[src/hdl/reconfig_pkg.sv]
`default_nettype none

package reconfig_pkg;

   localparam int DRP_DW  = 16;
   localparam int DRP_AW  = 7;
   localparam int DIV_W   = 7;   // Ratio 1 to 64
   localparam int TIME_W  = 6;
   localparam int PHASE_W = 3;
   localparam int MAX_OUT = 7;

   // Element 0 is CLKOUT0
   localparam logic [MAX_OUT-1:0][DRP_AW-1:0] CLKOUT_REG1_ADDR =
      {7'h12, 7'h06, 7'h10, 7'h0E, 7'h0C, 7'h0A, 7'h08};
   localparam logic [MAX_OUT-1:0][DRP_AW-1:0] CLKOUT_REG2_ADDR =
      {7'h13, 7'h07, 7'h11, 7'h0F, 7'h0D, 7'h0B, 7'h09};

   localparam logic [DRP_AW-1:0] FB_REG1_ADDR = 7'h14;
   localparam logic [DRP_AW-1:0] FB_REG2_ADDR = 7'h15;
   localparam logic [DRP_AW-1:0] DIVCLK_ADDR  = 7'h16;
   localparam logic [DRP_AW-1:0] POWER_ADDR   = 7'h28;

   // Bits set here survive the read-modify-write
   localparam logic [DRP_DW-1:0] REG1_MASK   = 16'h1000;
   localparam logic [DRP_DW-1:0] REG2_MASK   = 16'hFC00;
   localparam logic [DRP_DW-1:0] DIVCLK_MASK = 16'hC000;
   localparam logic [DRP_DW-1:0] POWER_MASK  = 16'h0000;
   localparam logic [DRP_DW-1:0] POWER_DATA  = 16'hFFFF;

   typedef union packed {
      struct packed {
         logic [PHASE_W-1:0] phase;
         logic               rsvd;
         logic [TIME_W-1:0]  high;
         logic [TIME_W-1:0]  low;
      } reg1;
      struct packed {
         logic [5:0]         rsvd_hi;
         logic [1:0]         rsvd_lo;
         logic               edge_bit;   // Odd ratio
         logic               no_count;   // Bypass for divide by 1
         logic [TIME_W-1:0]  delay;
      } reg2;
   } counter_word_u;

endpackage

`default_nettype wire

[src/hdl/clk_reconfig_top.sv]
`default_nettype none

module clk_reconfig_top
   import reconfig_pkg::*;
#(
   parameter  int N_OUT   = 4,
   localparam int N_STEPS = 2 * N_OUT + 4,
   localparam int STEP_W  = $clog2(N_STEPS)
) (
   input  wire                           dclk,
   input  wire                           rst,
   input  wire                           start_reconfig,
   input  wire  [N_OUT-1:0][DIV_W-1:0]   out_div,
   input  wire  [N_OUT-1:0][PHASE_W-1:0] out_phase,
   input  wire  [N_OUT-1:0][TIME_W-1:0]  out_delay,
   input  wire  [DIV_W-1:0]              fb_div,
   input  wire  [PHASE_W-1:0]            fb_phase,
   input  wire  [TIME_W-1:0]             fb_delay,
   input  wire  [DIV_W-1:0]              in_div,
   input  wire  [DRP_DW-1:0]             dout,
   input  wire                           drdy,
   input  wire                           locked,
   output logic                          ready,
   output logic                          reconfig_done,
   output logic [DRP_AW-1:0]             daddr,
   output logic [DRP_DW-1:0]             din,
   output logic                          den,
   output logic                          dwe,
   output logic                          rst_mmcm
);

   logic [STEP_W-1:0]             step;
   logic [N_OUT+1:0][DIV_W-1:0]   cnt_div;
   logic [N_OUT+1:0][PHASE_W-1:0] cnt_phase;
   logic [N_OUT+1:0][TIME_W-1:0]  cnt_delay;
   counter_word_u [N_OUT+1:0]     reg1_words;
   counter_word_u [N_OUT+1:0]     reg2_words;
   logic [DRP_AW-1:0]             step_addr;
   logic [DRP_DW-1:0]             step_mask;
   logic [DRP_DW-1:0]             step_data;

   drp_sequencer #(.N_OUT(N_OUT)) seq_i (
      .dclk, .rst, .start_reconfig,
      .out_div, .out_phase, .out_delay,
      .fb_div, .fb_phase, .fb_delay, .in_div,
      .dout, .drdy, .locked,
      .step_addr, .step_mask, .step_data,
      .ready, .reconfig_done,
      .daddr, .din, .den, .dwe, .rst_mmcm,
      .step, .cnt_div, .cnt_phase, .cnt_delay
   );

   // Outputs, then feedback, then input divider
   for (genvar i = 0; i < N_OUT + 2; i++) begin : g_enc
      counter_encoder enc_i (
         .div       (cnt_div[i]),
         .phase     (cnt_phase[i]),
         .delay     (cnt_delay[i]),
         .reg1_word (reg1_words[i]),
         .reg2_word (reg2_words[i])
      );
   end

   drp_step_table #(.N_OUT(N_OUT)) table_i (
      .step,
      .reg1_words,
      .reg2_words,
      .step_addr,
      .step_mask,
      .step_data
   );

endmodule

`default_nettype wire

[src/hdl/counter_encoder.sv]
`default_nettype none

module counter_encoder
   import reconfig_pkg::*;
(
   input  wire [DIV_W-1:0]   div,
   input  wire [PHASE_W-1:0] phase,
   input  wire [TIME_W-1:0]  delay,
   output counter_word_u     reg1_word,
   output counter_word_u     reg2_word
);

   logic             single;
   logic [DIV_W-1:0] high_t;
   logic [DIV_W-1:0] low_t;

   assign single = (div == DIV_W'(1));

   // 50 % duty split with the extra cycle of odd ratios in low time
   assign high_t = single ? DIV_W'(1) : {1'b0, div[DIV_W-1:1]};
   assign low_t  = single ? DIV_W'(1) : div - high_t;

   always_comb begin
      reg1_word = '0;
      reg2_word = '0;

      reg1_word.reg1.phase = phase;
      reg1_word.reg1.high  = high_t[TIME_W-1:0];   // 64 wraps to 0
      reg1_word.reg1.low   = low_t[TIME_W-1:0];

      reg2_word.reg2.edge_bit = div[0];
      reg2_word.reg2.no_count = single;
      reg2_word.reg2.delay    = delay;
   end

endmodule

`default_nettype wire

[src/hdl/drp_sequencer.sv]
`default_nettype none

module drp_sequencer
   import reconfig_pkg::*;
#(
   parameter  int N_OUT   = 4,
   localparam int N_STEPS = 2 * N_OUT + 4,
   localparam int STEP_W  = $clog2(N_STEPS)
) (
   input  wire                           dclk,
   input  wire                           rst,
   input  wire                           start_reconfig,
   input  wire  [N_OUT-1:0][DIV_W-1:0]   out_div,
   input  wire  [N_OUT-1:0][PHASE_W-1:0] out_phase,
   input  wire  [N_OUT-1:0][TIME_W-1:0]  out_delay,
   input  wire  [DIV_W-1:0]              fb_div,
   input  wire  [PHASE_W-1:0]            fb_phase,
   input  wire  [TIME_W-1:0]             fb_delay,
   input  wire  [DIV_W-1:0]              in_div,
   input  wire  [DRP_DW-1:0]             dout,
   input  wire                           drdy,
   input  wire                           locked,
   input  wire  [DRP_AW-1:0]             step_addr,
   input  wire  [DRP_DW-1:0]             step_mask,
   input  wire  [DRP_DW-1:0]             step_data,
   output logic                          ready,
   output logic                          reconfig_done,
   output logic [DRP_AW-1:0]             daddr,
   output logic [DRP_DW-1:0]             din,
   output logic                          den,
   output logic                          dwe,
   output logic                          rst_mmcm,
   output logic [STEP_W-1:0]             step,
   output logic [N_OUT+1:0][DIV_W-1:0]   cnt_div,
   output logic [N_OUT+1:0][PHASE_W-1:0] cnt_phase,
   output logic [N_OUT+1:0][TIME_W-1:0]  cnt_delay
);

   localparam logic [3:0] S_RESTART    = 4'd0;
   localparam logic [3:0] S_WAIT_LOCK  = 4'd1;
   localparam logic [3:0] S_WAIT_START = 4'd2;
   localparam logic [3:0] S_ADDRESS    = 4'd3;
   localparam logic [3:0] S_WAIT_READ  = 4'd4;
   localparam logic [3:0] S_MASK       = 4'd5;
   localparam logic [3:0] S_SET        = 4'd6;
   localparam logic [3:0] S_WRITE      = 4'd7;
   localparam logic [3:0] S_WAIT_WRITE = 4'd8;

   logic [3:0] state;
   logic       last_step;
   logic       accept;

   assign last_step     = (step == STEP_W'(N_STEPS - 1));
   assign ready         = (state == S_WAIT_START);
   assign accept        = ready && start_reconfig;
   assign reconfig_done = (state == S_WAIT_WRITE) && drdy && last_step;

   always_ff @(posedge dclk) begin
      if (rst) begin
         state    <= S_RESTART;
         step     <= '0;
         den      <= 1'b0;
         dwe      <= 1'b0;
         rst_mmcm <= 1'b0;
      end else begin
         den <= 1'b0;   // Strobes last one cycle
         dwe <= 1'b0;
         case (state)
            S_RESTART: begin
               rst_mmcm <= 1'b1;
               state    <= S_WAIT_LOCK;
            end
            S_WAIT_LOCK: begin
               rst_mmcm <= 1'b0;
               step     <= '0;
               // A lock seen while the tile is still in reset is stale
               if (locked && !rst_mmcm)
                  state <= S_WAIT_START;
            end
            S_WAIT_START: begin
               if (accept)
                  state <= S_ADDRESS;
            end
            S_ADDRESS: begin
               rst_mmcm <= 1'b1;   // Tile held in reset until the last write
               den      <= 1'b1;
               state    <= S_WAIT_READ;
            end
            S_WAIT_READ: begin
               if (drdy)
                  state <= S_MASK;
            end
            S_MASK: state <= S_SET;
            S_SET: begin
               den   <= 1'b1;
               dwe   <= 1'b1;
               state <= S_WRITE;
            end
            S_WRITE: state <= S_WAIT_WRITE;
            S_WAIT_WRITE: begin
               if (drdy && last_step) begin
                  rst_mmcm <= 1'b0;
                  state    <= S_WAIT_LOCK;
               end else if (drdy) begin
                  step  <= step + STEP_W'(1);
                  state <= S_ADDRESS;
               end
            end
            default: state <= S_RESTART;
         endcase
      end
   end

   // Settings snapshot and port data
   always_ff @(posedge dclk) begin
      if (accept) begin
         cnt_div   <= {in_div, fb_div, out_div};
         cnt_phase <= {PHASE_W'(0), fb_phase, out_phase};   // No phase on input divider
         cnt_delay <= {TIME_W'(0), fb_delay, out_delay};
      end
      case (state)
         S_ADDRESS:   daddr <= step_addr;
         S_WAIT_READ: if (drdy) din <= dout;
         S_MASK:      din <= din & step_mask;
         S_SET:       din <= din | step_data;
         default:     din <= din;
      endcase
   end

endmodule

`default_nettype wire

[src/hdl/drp_step_table.sv]
`default_nettype none

module drp_step_table
   import reconfig_pkg::*;
#(
   parameter  int N_OUT   = 4,
   localparam int N_STEPS = 2 * N_OUT + 4,
   localparam int STEP_W  = $clog2(N_STEPS)
) (
   input  wire [STEP_W-1:0]               step,
   input  wire counter_word_u [N_OUT+1:0] reg1_words,
   input  wire counter_word_u [N_OUT+1:0] reg2_words,
   output logic [DRP_AW-1:0]              step_addr,
   output logic [DRP_DW-1:0]              step_mask,
   output logic [DRP_DW-1:0]              step_data
);

   localparam int FB_IDX   = N_OUT;
   localparam int IN_IDX   = N_OUT + 1;
   localparam int DIV_STEP = 2 * N_OUT + 1;

   logic [STEP_W-1:0] out_idx;
   logic [DRP_DW-1:0] divclk_word;

   // Steps 1 and 2 are CLKOUT0, 3 and 4 CLKOUT1 and so on
   assign out_idx = (step - STEP_W'(1)) >> 1;

   // Input divider takes both halves in one register
   assign divclk_word = {2'b00,
                         reg2_words[IN_IDX].reg2.edge_bit,
                         reg2_words[IN_IDX].reg2.no_count,
                         reg1_words[IN_IDX].reg1.high,
                         reg1_words[IN_IDX].reg1.low};

   always_comb begin
      // Step 0 and anything past the end
      step_addr = POWER_ADDR;
      step_mask = POWER_MASK;
      step_data = POWER_DATA;

      if (step >= STEP_W'(1) && step <= STEP_W'(2 * N_OUT)) begin
         if (step[0]) begin
            step_addr = CLKOUT_REG1_ADDR[out_idx];
            step_mask = REG1_MASK;
            step_data = reg1_words[out_idx];
         end else begin
            step_addr = CLKOUT_REG2_ADDR[out_idx];
            step_mask = REG2_MASK;
            step_data = reg2_words[out_idx];
         end
      end else if (step == STEP_W'(DIV_STEP)) begin
         step_addr = DIVCLK_ADDR;
         step_mask = DIVCLK_MASK;
         step_data = divclk_word;
      end else if (step == STEP_W'(DIV_STEP + 1)) begin
         step_addr = FB_REG1_ADDR;
         step_mask = REG1_MASK;
         step_data = reg1_words[FB_IDX];
      end else if (step == STEP_W'(DIV_STEP + 2)) begin
         step_addr = FB_REG2_ADDR;
         step_mask = REG2_MASK;
         step_data = reg2_words[FB_IDX];
      end
   end

endmodule

`default_nettype wire

[config.mk]
export PLATFORM = sky130hd
export DESIGN_NAME = clk_reconfig_top
export DESIGN_NICKNAME = d
export VERILOG_FILES = /design/src/hdl/reconfig_pkg.sv /design/src/hdl/clk_reconfig_top.sv /design/src/hdl/counter_encoder.sv /design/src/hdl/drp_sequencer.sv /design/src/hdl/drp_step_table.sv
export SDC_FILE = /design/constraint.sdc
export NUM_CORES = 1
export LEC_CHECK = 0
export ABC_AREA = 1
export BUFFER_PORTS_ARGS = -buffer_cell sky130_fd_sc_hd__buf_2
export CAP_MARGIN = 5
export CORE_MARGIN = 5
export CORE_UTILIZATION = 61
export CTS_CLUSTER_SIZE = 8
export DETAILED_ROUTE_END_ITERATION = 10
export PLACE_DENSITY = 0.83
export RECOVER_POWER = 50
export SYNTH_ARGS = -nofsm -noshare
export SYNTH_HDL_FRONTEND = slang
export SYNTH_SLANG_ARGS = --single-unit
[constraint.sdc]
create_clock -name dclk -period 10.62 [get_ports dclk]
set_input_delay 2.655 -clock dclk [delete_from_list [all_inputs] [get_ports dclk]]
set_output_delay 2.655 -clock dclk [all_outputs]
set_load 0.005 [all_outputs]
; ---- After elaboration in Yosys (flattened, before gate mapping)
; Memory sizes are Yosys's and may differ from the RTL's.
; Index checks and enable logic that the tools add are counted.
[classes]
addsub = 8
order_cmp = 3
eq_ne = 24
muxes = 48
bitwise_logic = 2
n_reduce_logical = 17
[op_table]
columns = operator, count
row1 = $mux 16, 13
row2 = $bmux 16 s3, 2
row3 = $mux 6, 13
row4 = $pmux 16 s3, 1
row5 = $eq 7x1->1 const B, 6
row6 = $mux 7, 6
row7 = $pmux 4 s9, 1
row8 = $sub 6x6->6, 6
row9 = $mux 4, 7
row10 = $and 16x16->16, 1
row11 = $eq 4x3->1 const B, 4
row12 = $eq 4x4->1 const B, 4
row13 = $or 16x16->16, 1
row14 = $ne 2x2->1 const B, 5
row15 = $eq 4x2->1 const B, 2
row16 = $pmux 4 s2, 1
row17 = $logic_and 1x1->1, 6
row18 = $reduce_bool 3->1, 2
row19 = $add 4x1->4 const B, 1
row20 = $eq 4x1->1 const B, 1
row21 = $ge 4x1->1 const B, 1
row22 = $le 4x4->1 const B, 1
row23 = $logic_not 4->1, 1
row24 = $lt 3x4->1 const B, 1
row25 = 11 further kinds, 15
[totals]
ff_bits = 121
rom_bits = 112
in_bits = 108
output_inout_bits = 28
wordCells = 127
mem_count = 2
[memory_table]
columns = memory, words, word_bits, read_ports, rd_ports_with_merged_regs, wr, line_no
row1 = (name not given), 8, 7, 1, 0, 0, drp_step_table.sv:43  ; step_addr = CLKOUT_REG1_ADDR[out_idx];
row2 = (name not given), 8, 7, 1, 0, 0, drp_step_table.sv:47  ; step_addr = CLKOUT_REG2_ADDR[out_idx];

; ---- Depth between registers and ports, before layout
[depth]
depth_word = 10
ltp_mapped = 20
ltp_nobuf = 20

; ---- Modules after synthesis
; Synthesis repeated with hierarchy kept, for this count alone.
[hier_totals]
hier_cells = 1476
hier_area_um2 = 10393.7
[by_module_without_submodules]
columns = mod, n_inst, cells_per_inst, area_per_inst_um2
row1 = drp_sequencer, 1, 295, 4355.4
row2 = counter_encoder, 6, 88, 519.2
row3 = drp_step_table, 1, 653, 2922.8

; ---- Worst setup path before layout
; Ideal clock, no wire load.
[synth_timing]
kind = input-to-reg
from = in start_reconfig
to = reg seq_i.cnt_delay[0] (netlist name), enable pin
setup_ns = 0.533
arrival_time_ns = 6.290
required_time_ns = 10.087
slack_ns = 3.797
path_stages = 2
path_cell_list = inv_1 nor2_1
[synth_via]
elab_chain_cells = 1
[synth_lines]
columns = item, line_no
row1 = start: declaration, clk_reconfig_top.sv:12  ; input wire start_reconfig,
row2 = $logic_and 1x1->1, drp_sequencer.sv:55  ; assign accept = ready && start_reconfig;
row3 = net seq_i.accept, drp_sequencer.sv:51  ; logic accept;
row4 = end signal: assignment, drp_sequencer.sv:119  ; cnt_delay <= {TIME_W'(0), fb_delay, out_delay};
row5 = end: declaration, drp_sequencer.sv:36  ; output logic [N_OUT+1:0][TIME_W-1:0] cnt_delay
; The timed path passes the listed nets, and every way through them passes these cells.
; A chain may end at the register's enable or synchronous reset.

; ---- Final worst setup path
[layout_timing]
from = in drdy
to = out reconfig_done
[layout_via]
elab_chain_cells = 2
[layout_lines]
columns = item, line_no
row1 = start: declaration, clk_reconfig_top.sv:21  ; input wire drdy,
row2 = $logic_and 1x1->1 (2 in a row), drp_sequencer.sv:56  ; assign reconfig_done = (state == S_WAIT_WRITE) && drdy && last_step;
row3 = end: declaration, clk_reconfig_top.sv:24  ; output logic reconfig_done,
; Every way passes these cells.

==> results by stage <==
Die:
- The die is around 120 µm wide.
- The region available for standard cell placement spans about 12000 µm².
- For this configuration, the core starts out at a cell density of 0.628.
- The top-level port count is 136.
- The die area is 14900 µm².
- The number of core rows is 40.
- The floorplan step set the die height to around 120 µm.

STA:
- The tightest hold margin is between 500 and 600 ps.
- The transition at the pin with the smallest max-transition slack is roughly 1200 ps.
- The total negative slack is 0 ps.
- The smallest clock period supported by the final layout is computed as around 5900 ps.
- The final-report max-slew violation count came to 0.
- The final hold violation count is 0.
- Across the routed clock network, the largest skew measured is 11.0 ps.
- In the finished design, the share of the clock period the worst path needs comes to 0.554.
- The worst pin sits at a relative slew slack of 0.174.
- The highest attainable clock frequency is approximately 170 MHz.
- The final setup slack of the worst path is between 4000 and 5000 ps.
- The number of setup violations in the final report is 0.
- Setup repair after global routing left no endpoint under its margin.

Clock network:
- The number of buffers on the longest clock path is 2.
- The cts-stage hold buffer count is 0.
- The clock drives between 100 and 150 sinks.
- The CTS tree is built.
- Post-CTS timing repair inserted 0 buffers for setup.
- Clock-pin slew was measured on the worst setup and hold paths at around 60 ps.
- The H-tree was split into 4 levels.
- The later pin in the worst-skew pair is clocked with a latency of between 400 and 500 ps.
- The quantity of gates resized following cts is 0.
- The clock root buffer is clkbuf_16.
- The number of CTS-inserted buffers is 17.

Routing:
- The detailed router put a total of roughly 8.5 mm of wire on met1.
- Wire segments on met2 add up to 10.0 mm in the final route.
- In the routed design, unresolved DRC markers number 0.
- After detailed routing, the number of vias per cell comes to about 5.6.
- The amount of wire on met3 after detailed routing is 2.18 mm.
- The starting DRC count in detailed routing is around 840.
- The detailed-router iteration count before antenna repair is 7.
- The detailed router used layers up to and including met4.
- The total detailed-routing wirelength is 21.3 mm.
- The antenna violation net count after detailed routing is 0.
- The total via count in the routed design is 7035.
- The average wire length per cell after detail routing is 17.0 µm.

Cells and area:
- The layout cell share with drive strength beyond 1 is 0.178.
- The non-filler instance count after layout is 1256.
- After the last flow step, the layout net total stands at approximately 1.2k.
- The final non-filler cell area is between 8000 and 9000 µm².
- The count of antenna diodes in the layout is 0.
- The area added between synthesis and finish is 17.8%.

Power and ir drop:
- VDD sags by at most ~0.00021 V.
- The leakage power figure is 0.00423 µW.
- The total power divided by cell area is 248 nW/µm².

Synth:
- After technology mapping, the gate count stands at roughly 940.
- The portion of the post-synthesis area used by sequential elements is 0.458.
- The most used flip-flop cell after synthesis is edfxtp_1.
- The largest area contributor in the synthesized netlist is edfxtp_1.
- Among all cell types in the netlist, the one instantiated most often is nand2_1.
- Sorting the synthesized cells by area gives the leading types as edfxtp_1, nand2_1, ha_1, inv_1, nor2_1.
- The unique cell type count in the Yosys netlist is 44.
- Counting every net in the synthesized netlist gives 1093.
- After synthesis the cells add up to 7630 µm².
- Averaged over all synthesized cells, the footprint is 8.16 µm².
- The share of synthesized registers carrying an async set or reset is 0.
- The share of the synthesized area in the top cell type is 0.429.
- The flip-flop and latch count after synthesis is 120.
- The count of yosys warnings during synthesis is 0.
- Ranked by instance count, the synthesized netlist is headed by nand2_1, inv_1, edfxtp_1, nor2_1, nand3_1.
- The number of flops mapped to enable cells by yosys is 109.

Worst setup path:
- STA puts the critical path data arrival time at between 3000 and 4000 ps.
- The biggest fanout along the worst timing path is 3.
- The worst setup path is captured at a primary output.
- STA puts the critical path data required time at ~8000 ps.
- The worst setup path is launched from an input pin.
- The maximum single-stage delay on the critical path is 230 ps.
- The critical path class is input pin to primary output.
- The critical path goes through clkbuf_1 -> inv_1 -> nor3_1 -> buf_2.
- The critical path's slowest cell is nor3_1.

Global route:
- The initial antenna violation count came to 0.
- The number of global-route vias before repair was between 6k and 7k.
- The overall routing resource usage is 0.292.
- The wire length of the first global-routing pass is between 30 and 40 mm.
- The aggregate global routing overflow is 0.
- The largest net degree at the start of global routing is 88.

Place:
- Routability-driven placement finished with a final weighted congestion of between 0.9 and 1.
- The wire-length estimate of the detail-placed layout is between 15 and 20 mm.
- The placed standard-cell area is around 8400 µm².
- During placement, the flow inserted port buffers numbering approximately 130.
- Prior to clock tree synthesis, the placed netlist has a worst setup slack of 4780 ps.
- In this run, placement finished with an instance count of 1224.

Hold path:
- The classification of the worst-slack hold path is register to register.

Run:
- Across the run, the number of max-cap violations was 0.

Outcome:
- The run finished with clean final reports.
-- per-stage QoR --
step	total power (µW)	util
finish	2230	0.740
global route	2370	0.740
CTS	2220	0.742
detailed placement	1650	0.694
global placement	1640	0.694
floorplan	1390	-
-- worst paths after layout --
kind	startpoint	endpoint	slack, ps	depth (start not counted)
worst min-delay path	seq_i.state[0]	seq_i.state[0]	540	2
worst max register to register	seq_i.step[0]	seq_i.din[13]	5930	13
worst min register to register	seq_i.state[0]	seq_i.state[0]	540	2
worst max-delay path	drdy	reconfig_done	4740	4
-- state kept, by name (all words and copies together), names as in the netlist --
| name | cells |
|---|---|
| seq_i.rst_mmcm | 1 |
| seq_i.daddr | 6 |
| seq_i.din | 16 |
| seq_i.cnt_delay | 30 |
| seq_i.den | 1 |
| seq_i.cnt_div | 42 |
| seq_i.dwe | 1 |
| seq_i.cnt_phase | 15 |
| seq_i.step | 4 |
| seq_i.state | 4 |
-- final cells by class --
class | instances | area [µm²]
sequential | 120 | 3490
multi-input combinational | 653 | 3470
fill | 930 | 3170
timing repair buffer | 138 | 689
inverter | 145 | 547
clock buffer | 21 | 492
tap | 168 | 210
clock inverter | 11 | 87.6
-- cell families after synthesis --
group	after synthesis	synth area share
xor gates and xnor gates	7	0.00803
AOI/OAI and AO/OA	135	0.100
adders and majority gates	49	0.0862
buffers and inverters	163	0.0857
DFF	120	0.458
other	1	0.000491
and+or+nand+nor	461	0.262
-- metal layers --
| metal | global-route usage | vias to the layer above |
|---|---|---|
| met2 | 0.467 | 395 |
| met1 | 0.379 | 3206 |
| met5 | 0 | - |
| li1 | - | 3381 |
| met3 | 0.0817 | 53 |
| met4 | 0.110 | 0 |
-- power by group --
group	internal [µW]	switching, µW
Combinational	318	718
Sequential	598	40.5
Clock	333	222
-- cells in the final DEF, fill, tap and decap left out, types with 2 or more instances in the layout --
cell,Yosys,layout
clkbuf_8,0,3
nand2_2,5,4
a31oi_1,2,2
o21ai_0,30,37
o211ai_1,6,6
clkbuf_1,4,7
clkinv_1,2,3
nand3b_1,6,6
buf_2,8,128
nand4_1,17,17
nor2_1,84,85
clkbuf_16,0,18
or2_2,4,4
nand3_1,60,60
a211oi_1,3,3
o21ai_1,23,16
o22ai_1,14,14
xnor2_1,3,3
nor3_1,10,10
nor2_4,5,5
fa_1,6,6
a21oi_1,45,45
inv_1,126,130
o221ai_1,5,5
nand2_4,4,3
dfxtp_1,11,11
xor2_1,4,4
ha_1,43,43
inv_2,16,11
clkinv_4,0,3
edfxtp_1,109,109
inv_6,0,3
nand2_1,263,265
buf_4,2,3
clkinvlp_4,0,4
-- worst max-delay path: cells and delay by family --
kind                   cells  cell delay [ps]
AND/OR/NAND/NOR            1              230
buffers and inverters      3              340
(Power assumes the default switching activity.)
